===== src/hdl/video_pkg.sv =====
`default_nettype none

package video_pkg;

// Tile geometry, shared by the text and background layers
localparam int tile_size = 8;   // Pixels per tile edge
localparam int map_cols  = 32;
localparam int map_rows  = 32;

// Download port regions
localparam logic [7:0] font_base   = 8'h00;
localparam int         font_len    = 128;    // 16 characters of 8 rows
localparam logic [7:0] pal_base    = 8'h80;  // Text palette starts here
localparam logic [7:0] bck_pal_ofs = 8'h20;  // Background palette, from pal_base
localparam int         txt_pal_len = 16;
localparam int         bck_pal_len = 32;

// CPU side
localparam logic [10:0] scroll_addr = 11'h400;

// Palette entry field widths
localparam int red_w   = 3;
localparam int green_w = 3;
localparam int blue_w  = 2;     // Blue LSB is dropped

typedef struct packed {
    logic                           visible;
    logic [$clog2(txt_pal_len)-1:0] color;
} txt_pxl_t;

// Background colour index
typedef logic [$clog2(bck_pal_len)-1:0] bck_pxl_t;

typedef struct packed {
    logic [red_w-1:0]   red;
    logic [green_w-1:0] green;
    logic [blue_w-1:0]  blue;
} rgb_t;

endpackage

`default_nettype wire


===== src/hdl/video_if.sv =====
`default_nettype none

// Beam position and blankings, driven by the timing module
interface beam_if;
    logic [8:0] h;
    logic [8:0] v;
    logic       hb;
    logic       vb;

    modport timing (
        output h,
        output v,
        output hb,
        output vb
    );

    modport layer (
        input h,
        input v,
        input hb,
        input vb
    );
endinterface


// Font and palette download
interface prog_if;
    logic [7:0] addr;
    logic [7:0] data;
    logic       we;

    modport txt    (input addr, input data, input we);
    modport colmix (input addr, input data, input we);
endinterface

`default_nettype wire


===== src/hdl/video_colmix.sv =====
`default_nettype none

module video_colmix (
    input  logic                clk,
    input  logic                arst_n,
    input  logic                pxl_cen,
    beam_if.layer               beam,
    prog_if.colmix              prog,
    input  video_pkg::txt_pxl_t txt_pxl,
    input  video_pkg::bck_pxl_t bck_pxl,
    output logic                hb,
    output logic                vb,
    output logic [2:0]          red,
    output logic [2:0]          green,
    output logic [2:0]          blue
);

localparam int pal_len = video_pkg::txt_pal_len + video_pkg::bck_pal_len;

// Text entries first, background after them
video_pkg::rgb_t pal [pal_len];

logic [7:0]      pal_ofs;
logic [7:0]      bck_ofs;
logic            txt_pal_we;
logic            bck_pal_we;
logic [5:0]      wr_idx;
logic [5:0]      rd_idx;
logic [2:0]      hb_sr;
logic [2:0]      vb_sr;
logic            blank;
video_pkg::rgb_t col_q;

assign pal_ofs    = prog.addr - video_pkg::pal_base;
assign bck_ofs    = pal_ofs - video_pkg::bck_pal_ofs;
assign txt_pal_we = prog.we && (pal_ofs < 8'(video_pkg::txt_pal_len));
assign bck_pal_we = prog.we && (bck_ofs < 8'(video_pkg::bck_pal_len));
assign wr_idx     = txt_pal_we ? 6'(pal_ofs) : 6'(video_pkg::txt_pal_len) + 6'(bck_ofs);

always_ff @(posedge clk) begin
    if (txt_pal_we || bck_pal_we) begin
        pal[wr_idx] <= prog.data;
    end
end

// Text wins over background when its pixel is set
assign rd_idx = txt_pxl.visible ? 6'(txt_pxl.color)
                                : 6'(video_pkg::txt_pal_len) + 6'(bck_pxl);

assign blank = hb_sr[1] | vb_sr[1];     // Blanking of the pixel being loaded

always_ff @(posedge clk or negedge arst_n) begin
    if (!arst_n) begin
        hb_sr <= 3'd0;
        vb_sr <= 3'd0;
        col_q <= '0;
    end else if (pxl_cen) begin
        hb_sr <= {hb_sr[1:0], beam.hb};
        vb_sr <= {vb_sr[1:0], beam.vb};
        col_q <= blank ? '0 : pal[rd_idx];
    end
end

assign hb    = hb_sr[2];
assign vb    = vb_sr[2];
assign red   = col_q.red;
assign green = col_q.green;
assign blue  = {col_q.blue, 1'b0};     // LSB is always zero

a_blank_black: assert property (
    @(posedge clk) disable iff (!arst_n)
    (hb || vb) |-> (red == 3'd0 && green == 3'd0 && blue == 3'd0)
) else $error("colour %0h/%0h/%0h during blanking", red, green, blue);

endmodule

`default_nettype wire


===== src/flat_wrapper.sv =====
// flat-port wrapper written by rule: the top's interface ports become plain ports
module video_colmix_flat 
  (clk, arst_n, pxl_cen, txt_pxl, bck_pxl, hb, vb, red, green, blue, beam_h, beam_v, beam_hb, beam_vb, prog_addr, prog_data, prog_we);
  beam_if beam_i ();
  prog_if prog_i ();
  input  logic clk;
  input  logic arst_n;
  input  logic pxl_cen;
  input  video_pkg::txt_pxl_t txt_pxl;
  input  video_pkg::bck_pxl_t bck_pxl;
  output logic hb;
  output logic vb;
  output logic [2:0] red;
  output logic [2:0] green;
  output logic [2:0] blue;
  input wire logic [$bits(beam_i.h)-1:0] beam_h;
  input wire logic [$bits(beam_i.v)-1:0] beam_v;
  input wire logic [$bits(beam_i.hb)-1:0] beam_hb;
  input wire logic [$bits(beam_i.vb)-1:0] beam_vb;
  input wire logic [$bits(prog_i.addr)-1:0] prog_addr;
  input wire logic [$bits(prog_i.data)-1:0] prog_data;
  input wire logic [$bits(prog_i.we)-1:0] prog_we;
  assign beam_i.h = beam_h;
  assign beam_i.v = beam_v;
  assign beam_i.hb = beam_hb;
  assign beam_i.vb = beam_vb;
  assign prog_i.addr = prog_addr;
  assign prog_i.data = prog_data;
  assign prog_i.we = prog_we;
  video_colmix u_core (.clk(clk), .arst_n(arst_n), .pxl_cen(pxl_cen), .beam(beam_i), .prog(prog_i), .txt_pxl(txt_pxl), .bck_pxl(bck_pxl), .hb(hb), .vb(vb), .red(red), .green(green), .blue(blue));
endmodule

===== config.mk =====
export PLATFORM = sky130hd
export DESIGN_NAME = video_colmix_flat
export DESIGN_NICKNAME = d
export VERILOG_FILES = /design/src/hdl/video_pkg.sv /design/src/hdl/video_if.sv /design/src/hdl/video_colmix.sv /design/src/flat_wrapper.sv
export SDC_FILE = /design/constraint.sdc
export NUM_CORES = 1
export LEC_CHECK = 0
export BUFFER_PORTS_ARGS = -buffer_cell sky130_fd_sc_hd__clkbuf_2
export CORE_UTILIZATION = 56
export CTS_CLUSTER_SIZE = 8
export DETAILED_ROUTE_END_ITERATION = 12
export GPL_TIMING_DRIVEN = 1
export HOLD_SLACK_MARGIN = 0.03
export PLACE_DENSITY_LB_ADDON = 0.05
export SYNTH_ARGS = -nofsm -noshare
export SYNTH_HDL_FRONTEND = slang
export SYNTH_SLANG_ARGS = --single-unit

===== constraint.sdc =====
create_clock -name clk -period 1.68 [get_ports clk]
set_clock_uncertainty 0.05 [all_clocks]
set_input_delay 0.252 -clock clk [delete_from_list [all_inputs] [get_ports clk]]
set_output_delay 0.252 -clock clk [all_outputs]
set_load 0.1 [all_outputs]

==> flow_summary.toml, run 1 <==
[worst_setup_path]
crit_fanout = 7
ff2ff_path_depth = 7
cp-start-kind = "primary input"
cp-end-kind = "flop"
required_ps = 2090
crit_start = "txt_pxl[1]"
ff2ff_setup_slack_ps = -320
critPathArrivalTime_ps = 2410
crit_type = "in2reg"
endpoint = "u_core.blue[2]"
reg2reg_to = "u_core.blue[2]"
r2r_start = "u_core.pal[41][1]"

[finish]
stdcell_area_mm2 = 0.02414
final_cells = 2201
nFillCells = 2024
final_common_cell = "edfxtp_1"
n_antenna_cell = 0
syn_to_final_growth_pct = 34.08
post-route-util_pct = 76.51
final_cell_mix = "384 x edfxtp_1, 275 x buf_4, 165 x nand2_1, 117 x a21oi_1, 81 x a211oi_1"
drive_above_1_share_pct = 34.69
nets = 1828

[grt]
grt_overflow = 0
grt_max_degree = 92
grt_pass1_wl_mm = 93.72
use_met3_pct = 7.519
antenna_found_initial = 0
grt_util_met2_pct = 61.02
grt_pass1_vias = 14416
use_met1_pct = 55.02
gr-max-usage-layer = "met2"
gr-usage-all-layers_pct = 39.51

[yosys]
yosys.cell_types.count = 85
syn-num-nets = 1497
ys_seq_area_share_pct = 65.99
ys_warn_count = 0
synth-seq-cells = 398
syn_inst = 1445
syn_area_per_cell_um2 = 12.46
ys.flop_type = "edfxtp_1"
async_reset_ff_share_pct = 3.518
syn-cell-area_mm2 = 0.01801
synth_edf_count = 384

[cts]
clk_pin_slew_ps = 50
cts_made_buffers = 55
cts_sinks = 398
cts_root_buf = "clkbuf_16"
tritoncts = "built"
h-tree-depth = 2
clk_path_buf_depth = 3
clkLatencyLatePin_ps = 560

[die]
fp-row-count = 65
initial_core_util_pct = 57.06
die_x_um = 181.3
core_mm2 = 0.03156
dieArea_mm2 = 0.03288
ioPinCount = 61
die_h_um = 181.3

[detailed_routing]
drt-vias-per-instance = 6.693
postRouteWirelength_mm = 64.81
drt-initial-drc-count = 2210
antenna_left = 0
drt-pass1-iter-count = 5
wire_per_inst_um = 29.45
drc = 0
vias = 14732

[sta]
fin_crit_ps = 1996
hold_violations = 0
max_slew_margin_pct = 52.46
fin_crit_sh_pct = 118.8
whs_ps = 55.82
layout_setup_ws_ps = -315.7
finalSetupViolCount = 9
rsz0062_at_grt = "yes"
tightest_slew_ps = 713.1
tns_ps = -1588
slew_violations = 0
fmax_mhz = 501.1

[placed_design]
dpl.hpwl_mm = 43.53
port_buffers = 41
gp_congestion = 0.9757
dpl_cell_area_mm2 = 0.02158
placed_cells_incl_taps = 2086

[power]
p_per_area_mw_per_mm2 = 1016
power.leakage_nw = 8.400
vdd_drop_max_mv = 1.187

[run_status]
violations = "negative setup slack"
status = "complete, but fails checks"

[hold_path]
hold_path.class = "in2reg"

[job]
cap_violations = 0
## through the flow
step	worst slack (ps)	power [mW]
finish	-315.7	24.54
CTS	-309.2	24.34
floorplan	-292.6	12.79
global placement	-1102	14.27
detailed placement	-1122	14.30
global route	-388.7	25.08
## final cells by class
| class | instances | area, um^2 | share of cell area [%] |
|---|---|---|---|
| clock buffers | 80 | 1513 | 6.266 |
| inverters | 15 | 90.09 | 0.3731 |
| multi-input cells | 923 | 6543 | 27.10 |
| flip-flops and latches | 398 | 11880 | 49.21 |
| well taps | 402 | 503.0 | 2.083 |
| repair buffers | 383 | 3613 | 14.97 |
## sequential cells by signal (all words and copies together) (netlist names)
signal,cells
u_core.green,3
u_core.pal,384
u_core.vb_sr,3
u_core.hb_sr,3
u_core.red,3
u_core.blue,2
## worst min-delay path by stage
stage               startpoint         endpoint  slack (ps)  cells past startpoint
finish                 pxl_cen  u_core.vb_sr[2]          60                      3
global route           pxl_cen  u_core.vb_sr[1]          80                      3
CTS                    pxl_cen  u_core.vb_sr[2]          50                      3
detailed placement      arst_n  u_core.green[0]         190                      1
global placement        arst_n    u_core.red[2]         190                      1
floorplan               arst_n   u_core.blue[1]         -90                      0
## worst max-delay path, cell delays in order
cell and delay, ps:
buf_4 140, buf_4 170, mux2_4 240, buf_4 180, buf_4 130, nand2_1 50
and3_1 170, a31oi_1 310, o31a_1 300, o2111ai_4 220, o41ai_2 230
## power breakdown
part | switching, mW | internal [mW]
Sequential | 0.0591 | 11.0
Clock | 3.91 | 6.07
Combinational | 2.18 | 1.35
## metal layers
metal,part of all wire (%),vias to the layer above
li1,-,6321
met1,38,7175
met2,45,1046
met3,12,190
met4,4.9,0
met5,0,-
## cell usage after synthesis (all sizes together), types with 14 or more instances
library cell	number	area, um^2
a31oi	32	200.2
a21boi	16	120.1
mux2i	20	212.7
nand2	175	656.9
a221oi	15	143.9
o22ai	21	137.6
nor3	21	110.1
o21ai	80	400.4
edfxtp	384	11530
buf	91	539.3
a211oi	85	638.1
nor2	96	372.8
a21oi	130	658.1
o211ai	18	135.1
dfrtp	14	350.3
clkbuf	18	70.07
nand3	40	200.2
## kinds of logic after synthesis
kind of cell / share of synthesized area, %
multiplexers: 1.973
adder cells (fa/ha/maj): 0.1390
flip-flops: 65.99
other: 0.02083
XOR/XNOR: 0.04865
buffers and inverters: 3.697
AO/OA/AOI/OAI: 18.73
AND/OR/NAND/NOR: 9.409
## repair_timing
| item | CTS | global route |
|---|---|---|
| pin swaps | 23 | 34 |
| cloned | 1 | 1 |
| hold buffers | 3 | 0 |
| hold endpoints to repair | 16 | 0 |
| resized for setup | 80 | 68 |
| setup endpoints to repair | 125 | 255 |
| buffers inserted | 24 | 6 |
Note: power is estimated with default switching activity, not from simulation.
==> inputs of run 2 (changes only) <==
RECOVER_POWER = 25   (was default)
==> flow_summary.toml, run 2 (synthesis gave the netlist of run 1 again) <==
[die]
ioPinCount = 61
dieArea_mm2 = 0.03288
core_mm2 = 0.03156
die_h_um = 181.3
initial_core_util_pct = 57.06
fp-row-count = 65
die_x_um = 181.3

[sta]
hold_violations = 0
slew_violations = 0
tightest_slew_ps = 1363
tns_ps = -1628
finalSetupViolCount = 9
max_slew_margin_pct = 9.159
layout_setup_ws_ps = -324.3
fmax_mhz = 498.9
fin_crit_ps = 2004
rsz0062_at_grt = "yes"
fin_crit_sh_pct = 119.3

[detailed_routing]
wire_per_inst_um = 29.42
antenna_left = 0
drc = 0
vias = 14794
drt-initial-drc-count = 2212
drt-vias-per-instance = 6.721
postRouteWirelength_mm = 64.75
drt-pass1-iter-count = 6

[power]
power.leakage_nw = 8.393
vdd_drop_max_mv = 1.184
p_per_area_mw_per_mm2 = 1017

[finish]
largest_register = "u_core.pal"
largest_reg_flops = 384
n_antenna_cell = 0
final_cell_mix = "384 x edfxtp_1, 268 x buf_4, 165 x nand2_1, 117 x a21oi_1, 81 x a211oi_1"
final_common_cell = "edfxtp_1"
final_cells = 2201
syn_to_final_growth_pct = 33.98
nets = 1828
drive_above_1_share_pct = 34.63

[grt]
grt_overflow = 0
gr-usage-all-layers_pct = 39.51
antenna_found_initial = 0
grt_max_degree = 92
grt_pass1_wl_mm = 93.72
grt_pass1_vias = 14416

[hold_path]
hold_path.class = "in2reg"
worstHoldEndpoint = "u_core.vb_sr[2]"
min_path_cells = 3
hold_start = "pxl_cen"

[cts]
tritoncts = "built"
cts_made_buffers = 55
clk_pin_slew_ps = 50
clk_path_buf_depth = 3
cts_root_buf = "clkbuf_16"
cts_sinks = 398
clkLatencyLatePin_ps = 560
h-tree-depth = 2

[worst_setup_path]
crit_path_max_incr_delay_ps = 320
cp-end-kind = "flop"
crit_fanout = 7
path_cells = "buf_4 -> buf_4 -> mux2_4 -> buf_4 -> buf_4 -> nand2_1 -> and3_1 -> a31oi_1 -> o31a_1 -> o2111ai_4 -> o41ai_2"
reg2reg_to = "u_core.blue[2]"
required_ps = 2090
ff2ff_setup_slack_ps = -310
cp_slowest_cell = "a31oi_1"
ff2ff_path_depth = 7
crit_buf_inv = 4
r2r_start = "u_core.pal[41][1]"
cp-start-kind = "primary input"
path_delay_family = "compound AO/OA/AOI/OAI gates"
cp.depth = 11
critPathArrivalTime_ps = 2420
crit_type = "in2reg"
crit_top_cell = "buf_4"

[run_status]
violations = "negative setup slack"
status = "complete, but fails checks"

[placed_design]
dpl.hpwl_mm = 43.53
gp_congestion = 0.9757
port_buffers = 41
placed_cells_incl_taps = 2086

[job]
cap_violations = 0
[run 2: cell types whose count changed in the layout (fill, tap and decap cells not counted), sizes merged]
cell	delta
clkbuf	+7
buf	-7
[run 2: routing by layer]
metal	part of all wire, %	vias up	track usage (%)
met5	0	-	0
met4	5.0	0	16.92
met3	12	206	7.519
met2	45	1097	61.02
met1	38	7173	55.02
li1	-	6318	-
[run 2: what timing repair did]
action / CTS / global route
buffers inserted: 24 / 6
hold endpoints to repair: 16 / 0
pin swaps: 23 / 34
endpoints found under the setup margin: 125 / 255
cloned: 1 / 1
gates resized for setup: 80 / 68
hold buffers: 3 / 0
[run 2: stage by stage]
step / hold WS [ps] / area [um^2] / util [%] / total power, mW / worst slack [ps]
after CTS: 50.14 / 23720 / 75.16 / 24.34 / -309.2
after detailed placement: 191.3 / 21580 / 68.38 / 14.30 / -1122
after global placement: 186.5 / 21580 / 68.38 / 14.27 / -1102
final: 56.18 / 24120 / 76.45 / 24.54 / -324.3
after global routing: 78.00 / 24120 / 76.45 / 25.08 / -388.7
after floorplan: -93.59 / 18650 / - / 12.79 / -292.6
[run 2: worst reg2reg max path: stages, from the launching register on]
cell,delay [ps]
edfxtp_1,360
a211oi_1,100
a21oi_2,200
a21oi_1,80
o32a_1,360
a32oi_2,290
o2111ai_4,230
o41ai_2,230
[run 2: cell type report]
type / count / area, um^2
Inverter: 15 / 90.09
Tap cell: 402 / 503.0
Clock buffer: 80 / 1513
Multi-Input combinational cell: 923 / 6543
Timing Repair Buffer: 383 / 3595
Sequential cell: 398 / 11880
Fill cell: 2028 / 7431
[run 2: power breakdown]
part / leakage, nW / switching (mW) / internal [mW] / total, mW
combinational: 4.04 / 2.18 / 1.34 / 3.53
clock: 0.730 / 3.91 / 6.07 / 9.98
sequential: 3.63 / 0.0590 / 11.0 / 11.0
[run 2: worst max path at each step]
| stage | slack, ps | from | to |
|---|---|---|---|
| CTS | -310 | u_core.pal[41][7] | u_core.red[2] |
| finish | -320 | txt_pxl[1] | u_core.blue[2] |
| global placement | -1100 | txt_pxl[4] | u_core.red[2] |
| floorplan | -290 | txt_pxl[4] | u_core.red[1] |
| detailed placement | -1120 | txt_pxl[4] | u_core.red[2] |
| global route | -390 | u_core.pal[41][1] | u_core.blue[2] |
