--- src/hdl/video_if.sv ---
`default_nettype none

// Beam position and blankings, driven by the timing module
interface beam_if;
    logic [8:0] h;
    logic [8:0] v;
    logic       hb;
    logic       vb;

    modport timing (
        output h,
        output v,
        output hb,
        output vb
    );

    modport layer (
        input h,
        input v,
        input hb,
        input vb
    );
endinterface


`default_nettype wire

--- src/hdl/video_timing.sv ---
`default_nettype none

module video_timing #(
    parameter int h_active = 256,
    parameter int h_total  = 320,
    parameter int v_active = 224,
    parameter int v_total  = 262
) (
    input  logic   clk,
    input  logic   arst_n,
    input  logic   pxl_cen,
    beam_if.timing beam
);

logic [8:0] h_nxt;
logic [8:0] v_nxt;
logic       h_wrap;
logic       v_wrap;

assign h_wrap = beam.h == 9'(h_total - 1);
assign v_wrap = beam.v == 9'(v_total - 1);
assign h_nxt  = h_wrap ? 9'd0 : beam.h + 9'd1;

// Vertical count moves once per line
always_comb begin
    v_nxt = beam.v;
    if (h_wrap) begin
        v_nxt = v_wrap ? 9'd0 : beam.v + 9'd1;
    end
end

always_ff @(posedge clk or negedge arst_n) begin
    if (!arst_n) begin
        beam.h  <= 9'd0;
        beam.v  <= 9'd0;
        beam.hb <= 1'b0;
        beam.vb <= 1'b0;
    end else if (pxl_cen) begin
        beam.h  <= h_nxt;
        beam.v  <= v_nxt;
        // Blankings come from the next count so they line up with h and v
        beam.hb <= h_nxt >= 9'(h_active);
        beam.vb <= v_nxt >= 9'(v_active);
    end
end

a_h_range: assert property (
    @(posedge clk) disable iff (!arst_n)
    beam.h < 9'(h_total)
) else $error("h count %0h past line end", beam.h);

a_v_range: assert property (
    @(posedge clk) disable iff (!arst_n)
    beam.v < 9'(v_total)
) else $error("v count %0h past frame end", beam.v);

endmodule

`default_nettype wire

--- src/flat_wrapper.sv ---
// flat-port wrapper written by rule: the top's interface ports become plain ports
module video_timing_flat 
#(
    parameter int h_active = 256,
    parameter int h_total  = 320,
    parameter int v_active = 224,
    parameter int v_total  = 262
)
  (clk, arst_n, pxl_cen, beam_h, beam_v, beam_hb, beam_vb);
  beam_if beam_i ();
  input  logic clk;
  input  logic arst_n;
  input  logic pxl_cen;
  output wire logic [$bits(beam_i.h)-1:0] beam_h;
  output wire logic [$bits(beam_i.v)-1:0] beam_v;
  output wire logic [$bits(beam_i.hb)-1:0] beam_hb;
  output wire logic [$bits(beam_i.vb)-1:0] beam_vb;
  assign beam_h = beam_i.h;
  assign beam_v = beam_i.v;
  assign beam_hb = beam_i.hb;
  assign beam_vb = beam_i.vb;
  video_timing #(.h_active(h_active), .h_total(h_total), .v_active(v_active), .v_total(v_total)) u_core (.clk(clk), .arst_n(arst_n), .pxl_cen(pxl_cen), .beam(beam_i));
endmodule
--- config.mk ---
export PLATFORM = sky130hd
export DESIGN_NAME = video_timing_flat
export DESIGN_NICKNAME = d
export VERILOG_FILES = /design/src/hdl/video_if.sv /design/src/hdl/video_timing.sv /design/src/flat_wrapper.sv
export SDC_FILE = /design/constraint.sdc
export NUM_CORES = 1
export LEC_CHECK = 0
export ABC_CLOCK_PERIOD_IN_PS = 1700
export BUFFER_PORTS_ARGS = -buffer_cell sky130_fd_sc_hd__buf_2
export CORE_ASPECT_RATIO = 2
export CORE_MARGIN = 2
export CORE_UTILIZATION = 30
export DETAILED_ROUTE_END_ITERATION = 10
export GPL_TIMING_DRIVEN = 0
export PLACE_DENSITY = 0.58
export SLEW_MARGIN = 20
export SYNTH_ARGS = -nofsm -noshare
export SYNTH_HDL_FRONTEND = slang
export SYNTH_SLANG_ARGS = --single-unit
--- constraint.sdc ---
create_clock -name clk -period 1.7 [get_ports clk]
set_input_delay 0.085 -clock clk [delete_from_list [all_inputs] [get_ports clk]]
set_output_delay 0.085 -clock clk [all_outputs]
set_load 0.005 [all_outputs]
==> results of run 1 <==
-- power breakdown --
part / internal, µW / switching, µW
clock network: 163 / 158
registers: 517 / 91.1
logic: 138 / 100
-- sequential cells by signal, indices dropped and copies added (netlist names) --
name	flops
u_core.beam.vb	1
u_core.beam.hb	1
u_core.beam.h	8
u_core.beam.v	9
-- cell type report --
class	count	area, µm²	area share, %
multi-input cells	85	621	43.4
flip-flops and latches	19	480	33.6
repair buffers	31	188	13.1
clock buffers	3	41.3	2.89
well taps	32	40.0	2.80
plain buffers	4	36.3	2.54
inverters	5	18.8	1.31
clock inverters	1	5.00	0.350
-- worst min path at each step --
stage,startpoint,cells after the start,end
after floorplan,arst_n,0,u_core.beam.h[0]$_DFFE_PN0P_
after global placement,arst_n,1,u_core.beam.h[1]$_DFFE_PN0P_
after detailed placement,arst_n,1,u_core.beam.h[1]$_DFFE_PN0P_
after CTS,pxl_cen,3,u_core.beam.h[0]$_DFFE_PN0P_
after global routing,pxl_cen,3,u_core.beam.h[0]$_DFFE_PN0P_
final,pxl_cen,3,u_core.beam.h[0]$_DFFE_PN0P_
-- worst max-delay path, stage by stage, from the launching register on --
cell and delay, ns:
dfrtp_1 0.36, ha_2 0.19, and4_4 0.24, nand3_4 0.07, or3b_4 0.39, or2_4 0.25, o31ai_2 0.20
-- cells in the mapped netlist (all sizes together), types with 3 or more instances --
cell    number
inv          5
dfrtp       19
nor2         8
a21oi        3
nand2b       3
nand2       12
ha           3
nand3        6
xnor2        4
nor2b        3
o31ai        4
o21ai       10
nand4        3
and3         4
clkbuf       3
-- cells in the final DEF (no fill, tap or decap), types with 2 or more instances in the layout --
cell / n
a21oi_1: 2
a31oi_1: 2
and2_1: 2
and3_1: 4
buf_2: 22
buf_4: 7
buf_6: 3
clkbuf_8: 4
dfrtp_1: 15
dfrtp_2: 4
ha_1: 2
inv_1: 5
nand2_1: 10
nand2_2: 2
nand2b_1: 2
nand3_1: 5
nand4_1: 3
nor2_1: 8
nor2b_1: 3
o21ai_0: 3
o21ai_1: 5
o21ai_2: 2
o31ai_2: 3
xnor2_1: 4
xor2_1: 2
-- per-stage QoR --
stage	worst slack [ns]	util, %
2_1_floorplan	-0.0710	-
3_3_place_gp	-0.199	36.0
3_5_place_dp	-0.257	36.0
4_1_cts	-0.105	39.8
5_1_grt	-0.176	42.3
6_report	-0.113	42.3
-- routing by layer --
| metal | global-route usage (%) | vias up | wire [µm] |
|---|---|---|---|
| met2 | 25.4 | 30 | 1510 |
| met5 | 0 | - | 0 |
| met3 | 1.24 | 6 | 101 |
| met4 | 7.79 | 0 | 64 |
| li1 | - | 473 | - |
| met1 | 15.2 | 489 | 983 |
-- repair_timing --
action / 4_1_cts / 5_1_grt
cloned: 0 / 0
setup buffers: 4 / 4
endpoints found under the setup margin: 12 / 12
hold endpoints to repair: 19 / 0
hold buffers: 1 / 0
gates resized for setup: 12 / 19
pin swaps: 2 / 5
-- cells by family (layout without fill, tap and decap cells) --
| group | Yosys count | in the layout | synth area share [%] |
|---|---|---|---|
| adder cells (fa/ha/maj) | 3 | 3 | 3.57 |
| buffers and inverters | 10 | 44 | 4.05 |
| XOR/XNOR | 6 | 6 | 5.00 |
| AND/OR/NAND/NOR | 51 | 51 | 27.0 |
| AO/OA/AOI/OAI | 24 | 24 | 14.2 |
| multiplexers | 1 | 1 | 0.952 |
| flip-flops | 19 | 19 | 45.2 |
==> results_dict.tcl, run 1 <==
set metrics [dict create \
    outcome "complete, but fails checks" \
    failed_checks "negative setup slack" \
    boundaryPins 23 \
    drt_iter0_markers 9 \
    crit_path_end "u_core.beam.v[4]$_DFFE_PN0P_" \
    cts_buffers 3 \
    min_period_ns 1.81 \
    skew_ns 0.0102 \
    fillers 337 \
    ys_async_sr_fraction_pct 100 \
    placement.cell_area_um2 1220 \
    tns_ns -0.389 \
    fin_hold_ws_ns 0.163 \
    first_global_vias 928 \
    drtPass1Iterations 4 \
    synth_edf_count 0 \
    reg2regPathDepth 6 \
    regToRegEndpoint "u_core.beam.v[4]$_DFFE_PN0P_" \
    drv_cap 0 \
    place.gp.congestion 0.779 \
    vias 998 \
    maxSlewHeadroom_pct 67.3 \
    startpoint_type "register" \
    total_leakage_power_uw 0.000670 \
    cts.sinks 19 \
    n_antenna_cell 0 \
    yosysUniqueCellTypes 35 \
    drt-wirelength-per-cell_um 14.8 \
    drc 0 \
    syn2layout_area_growth_pct 36.1 \
    cp-end-kind "register" \
    critPathMaxFanout 3 \
    p_per_area_nw_per_um2 817 \
    timing.rr.start "u_core.beam.h[1]$_DFFE_PN0P_" \
    cp.arrival_ns 1.97 \
    final.period_utilization_pct 107 \
    final_area_um2 1430 \
    hold_viol_final 0 \
    synth_area_leaders "dfrtp_1 (45%), o21ai_0 (4.8%), nand2_1 (4.3%)" \
    antenna_found_initial 0 \
    hold_path_class "primary input to register" \
    rsz0062_at_grt "yes" \
    worstPathRequired_ns 1.86 \
    dpl.hpwl_um 1880 \
    yosys.area.top_type "dfrtp_1" \
    ys_ff_latch 19 \
    p_total_uw 1170 \
    cts_tree "done" \
    numPortBuffers 22 \
    path_class "register to register" \
    core_um2 3380 \
    vdd_drop_max_uv 386 \
    die_x_um 45.9 \
    syn_nets 120 \
    root_buffer "clkbuf_8" \
    drv_slew 0 \
    rows 30 \
    grt_usage_pct 14.1 \
    ant_nets 0 \
    start_util_pct 31.1 \
    drt_wl_total_um 2660 \
    die_h_um 87.7 \
    synth_area_um2 1050 \
    htree_levels 1 \
    die_area_um2 4020 \
    yosys_warnings 0 \
    synth_cells 114 \
    synth_area_per_cell_um2 9.22 \
    ys_seq_area_share_pct 45.2 \
    drive_above_1_share_pct 39.9 \
    worst_pin_slew_ns 0.491 \
    fin_nets 155 \
    cts_buffer_depth 2 \
    setup_slack_ns -0.113 \
    setup_viol 7 \
    finalNonFillerCells 180 \
    grt_pass1_wl_um 4200 \
    rrSetupSlack_ns -0.11 \
    synth_ff_type "dfrtp_1" \
    via_per_inst 5.54 \
    grt.overflow.total 0 \
    dp_cells 168 \
    yosys.area.top_type_share_pct 45.2 \
    cp-startpoint "u_core.beam.h[1]$_DFFE_PN0P_" \
    grt_max_degree 20 \
    cts.clk_slew.worst_paths_ns 0.08 \
    clkLatencyLatePin_ns 0.27 \
    clock.fmax_mhz 551 \
]
(Power assumes the default switching activity.)
==> inputs of run 2 (changes only) <==
--- a/config.mk
+++ b/config.mk
@@ -5,6 +5,7 @@
 export SDC_FILE = /design/constraint.sdc
 export NUM_CORES = 1
 export LEC_CHECK = 0
+export ABC_AREA = 1
 export ABC_CLOCK_PERIOD_IN_PS = 1700
 export BUFFER_PORTS_ARGS = -buffer_cell sky130_fd_sc_hd__buf_2
 export CORE_ASPECT_RATIO = 2
@@ -12,7 +13,7 @@
 export CORE_UTILIZATION = 30
 export DETAILED_ROUTE_END_ITERATION = 10
 export GPL_TIMING_DRIVEN = 0
-export PLACE_DENSITY = 0.58
+export PLACE_DENSITY = 0.57
 export SLEW_MARGIN = 20
 export SYNTH_ARGS = -nofsm -noshare
 export SYNTH_HDL_FRONTEND = slang
==> run 2 against run 1 <==
Effect of this change:
- the run now ends clean
- utilization is 3.7 points lower
- routed wire length up 5.6%
- cell area fell by 1.6%
- sequential power up 31%
- synthesized cell count grew 35%
- clock power up 3%
- combinational power rose to 3.2 times the previous value
- register-to-register slack better by 0.30 ns
- die area up 9.0%
- sequential share of layout area increased by 0.27 points
- maximum frequency grew 20%
- critical path depth increased by 1
- largest cell class unchanged
==> results_dict.tcl, run 2 <==
set metrics [dict create \
    hold_depth 3 \
    max_stage_delay_ns 0.40 \
    place.gp.congestion 0.770 \
    rsz0062_at_grt "no" \
    yosys_warnings 0 \
    start_util_pct 31.6 \
    yosysUniqueCellTypes 25 \
    dpl.hpwl_um 2170 \
    drc 0 \
    layout_commonest_cell "nand2_1" \
    numPortBuffers 22 \
    antenna_found_initial 0 \
    p_seq_share_pct 42.3 \
    cts_tree "done" \
    p_sw_uw 784 \
    fillers 416 \
    die_h_um 91.7 \
    cts_buffers 3 \
    fin_nets 190 \
    worstPathRequired_ns 1.88 \
    drtPass1Iterations 4 \
    pwr-share-clk_pct 17.5 \
    vias 1040 \
    syn2layout_area_growth_pct 22.1 \
    outcome "completed" \
    cp_cell_sequence "ha_2, nand3_1, nor2_4, nand3_4, clkinv_2, nand2_2, o22ai_1" \
    rows 31 \
    synth_cells 154 \
    p_int_uw 1110 \
    n_antenna_cell 0 \
    synth_commonest_cells "nand2_1 (41), dfrtp_1 (19), inv_1 (18)" \
    boundaryPins 23 \
    drt_iter0_markers 15 \
    mostFrequentLayoutCells "nand2_1 (40), buf_2 (22), inv_1 (18), dfrtp_1 (18), nor2_1 (17)" \
    worst-path-buf-inv 1 \
    total_leakage_power_uw 0.000711 \
    reg2regPathDepth 7 \
    grt_usage_pct 15.0 \
    ys_seq_area_share_pct 41.3 \
    tns_ns 0 \
    via_per_inst 4.48 \
    cts_buffer_depth 2 \
    drt-wirelength-per-cell_um 12.1 \
    synth_edf_count 0 \
    worst_pin_slew_ns 0.464 \
    syn_nets 160 \
    cp.arrival_ns 1.69 \
    ys_async_sr_fraction_pct 100 \
    largest-register "u_core.beam.v" \
    grt.overflow.total 0 \
    die_x_um 47.8 \
    ys_ff_latch 19 \
    setup_viol 0 \
    startpoint_type "register" \
    grt_max_degree 20 \
    skew_ns 0.00908 \
    path_class "register to register" \
    critical-path-top-delay-family "simple AND/OR/NAND/NOR gates" \
    drive_above_1_share_pct 26.8 \
    ant_nets 0 \
    vdd_drop_max_uv 625 \
    synth_area_um2 1150 \
    switching_share_pct 41.4 \
    clkLatencyLatePin_ns 0.27 \
    drv_slew 0 \
    synth_ff_type "dfrtp_1" \
    critPathMaxFanout 7 \
    reg_top3 "u_core.beam.v x9, u_core.beam.h x8" \
    grt_pass1_wl_um 4820 \
    maxSlewHeadroom_pct 69.1 \
    first_global_vias 1054 \
    yosys.area.top_type_share_pct 41.3 \
    synth_area_leaders "dfrtp_1 (41%), nand2_1 (13%), inv_1 (5.9%)" \
    htree_levels 1 \
    p_per_area_nw_per_um2 1340 \
    p_comb_share_pct 40.3 \
    core_um2 3650 \
    drv_cap 0 \
    cts.sinks 19 \
    yosysMostFrequentCell "nand2_1" \
    root_buffer "clkbuf_8" \
    slowest_stage "dfrtp_1" \
    die_area_um2 4380 \
    min_period_ns 1.51 \
    clock.fmax_mhz 661 \
    synth_area_per_cell_um2 7.48 \
    hold_path_class "primary input to register" \
    cp.depth 7 \
    fin_util_pct 38.6 \
    drt_wl_total_um 2810 \
    final.period_utilization_pct 89.0 \
    yosys.area.top_type "dfrtp_1" \
    largest_reg_flops 9 \
    cts.clk_slew.worst_paths_ns 0.08 \
    hold_viol_final 0 \
    cp-end-kind "register" \
    fin_hold_ws_ns 0.214 \
]
-- run 2: power groups by stage --
stage / Clock [µW] / Sequential (µW) / Combinational (µW)
after detailed placement: 0 / 806 / 745
after floorplan: 0 / 789 / 468
after global placement: 0 / 812 / 734
after CTS: 336 / 800 / 750
final: 331 / 799 / 761
after global routing: 349 / 832 / 887
-- run 2: cells by family (layout without fill, tap and decap cells) --
family                   Yosys count  in the layout  share of synthesized area, %
buffers and inverters             25             54                          9.23
XOR/XNOR                           5              5                          3.80
adder cells (fa/ha/maj)            3              3                          3.26
AO/OA/AOI/OAI                     23             23                          11.8
flip-flops                        19             19                          41.3
AND/OR/NAND/NOR                   79             79                          30.6
-- run 2: area by class of cell --
class | count | area (µm²) | area share [%]
multi-input combinational | 110 | 583 | 41.4
sequential | 19 | 477 | 33.9
timing repair buffer | 25 | 135 | 9.60
inverter | 22 | 83.8 | 5.96
tap | 49 | 61.3 | 4.36
clock buffer | 4 | 45.0 | 3.20
buffer | 3 | 22.5 | 1.60
-- run 2: per-layer routing --
layer	track usage, %	share of wire [%]	vias up
met4	6.08	2.1	0
met1	16.3	37	474
met2	26.9	57	20
met3	1.57	3.6	4
li1	-	-	542
met5	0	0	-
-- run 2: path summary, 6_finish.rpt --
check	from	end	slack, ns
max in group asynchronous	arst_n	u_core.beam.v[0]$_DFFE_PN0P_	1.05
min reg2reg	u_core.beam.h[4]$_DFFE_PN0P_	u_core.beam.h[4]$_DFFE_PN0P_	0.54
min	pxl_cen	u_core.beam.v[7]$_DFFE_PN0P_	0.21
min in group asynchronous	arst_n	u_core.beam.h[0]$_DFFE_PN0P_	0.29
max	u_core.beam.h[1]$_DFFE_PN0P_	u_core.beam.v[1]$_DFFE_PN0P_	0.19
max reg2reg	u_core.beam.h[1]$_DFFE_PN0P_	u_core.beam.v[1]$_DFFE_PN0P_	0.19
-- run 2: worst min-delay path: stages --
cell     delay [ns]
buf_2          0.12
buf_4          0.18
o21ai_1        0.07
-- run 2: repair_timing --
action	4_1_cts	5_1_grt
hold endpoints to repair	19	0
hold buffers	1	0
setup endpoints to repair	0	7
setup buffers	0	2
resized for setup	0	4
-- run 2: per-stage QoR --
stage	cells	area (µm²)	setup slack (ns)	total power, µW
floorplan	154	1150	0.353	1260
CTS	230	1380	0.0628	1890
finish	232	1410	0.187	1890
global route	232	1410	0.00344	2070
detailed placement	225	1320	0.0856	1550
global placement	225	1320	0.0852	1550
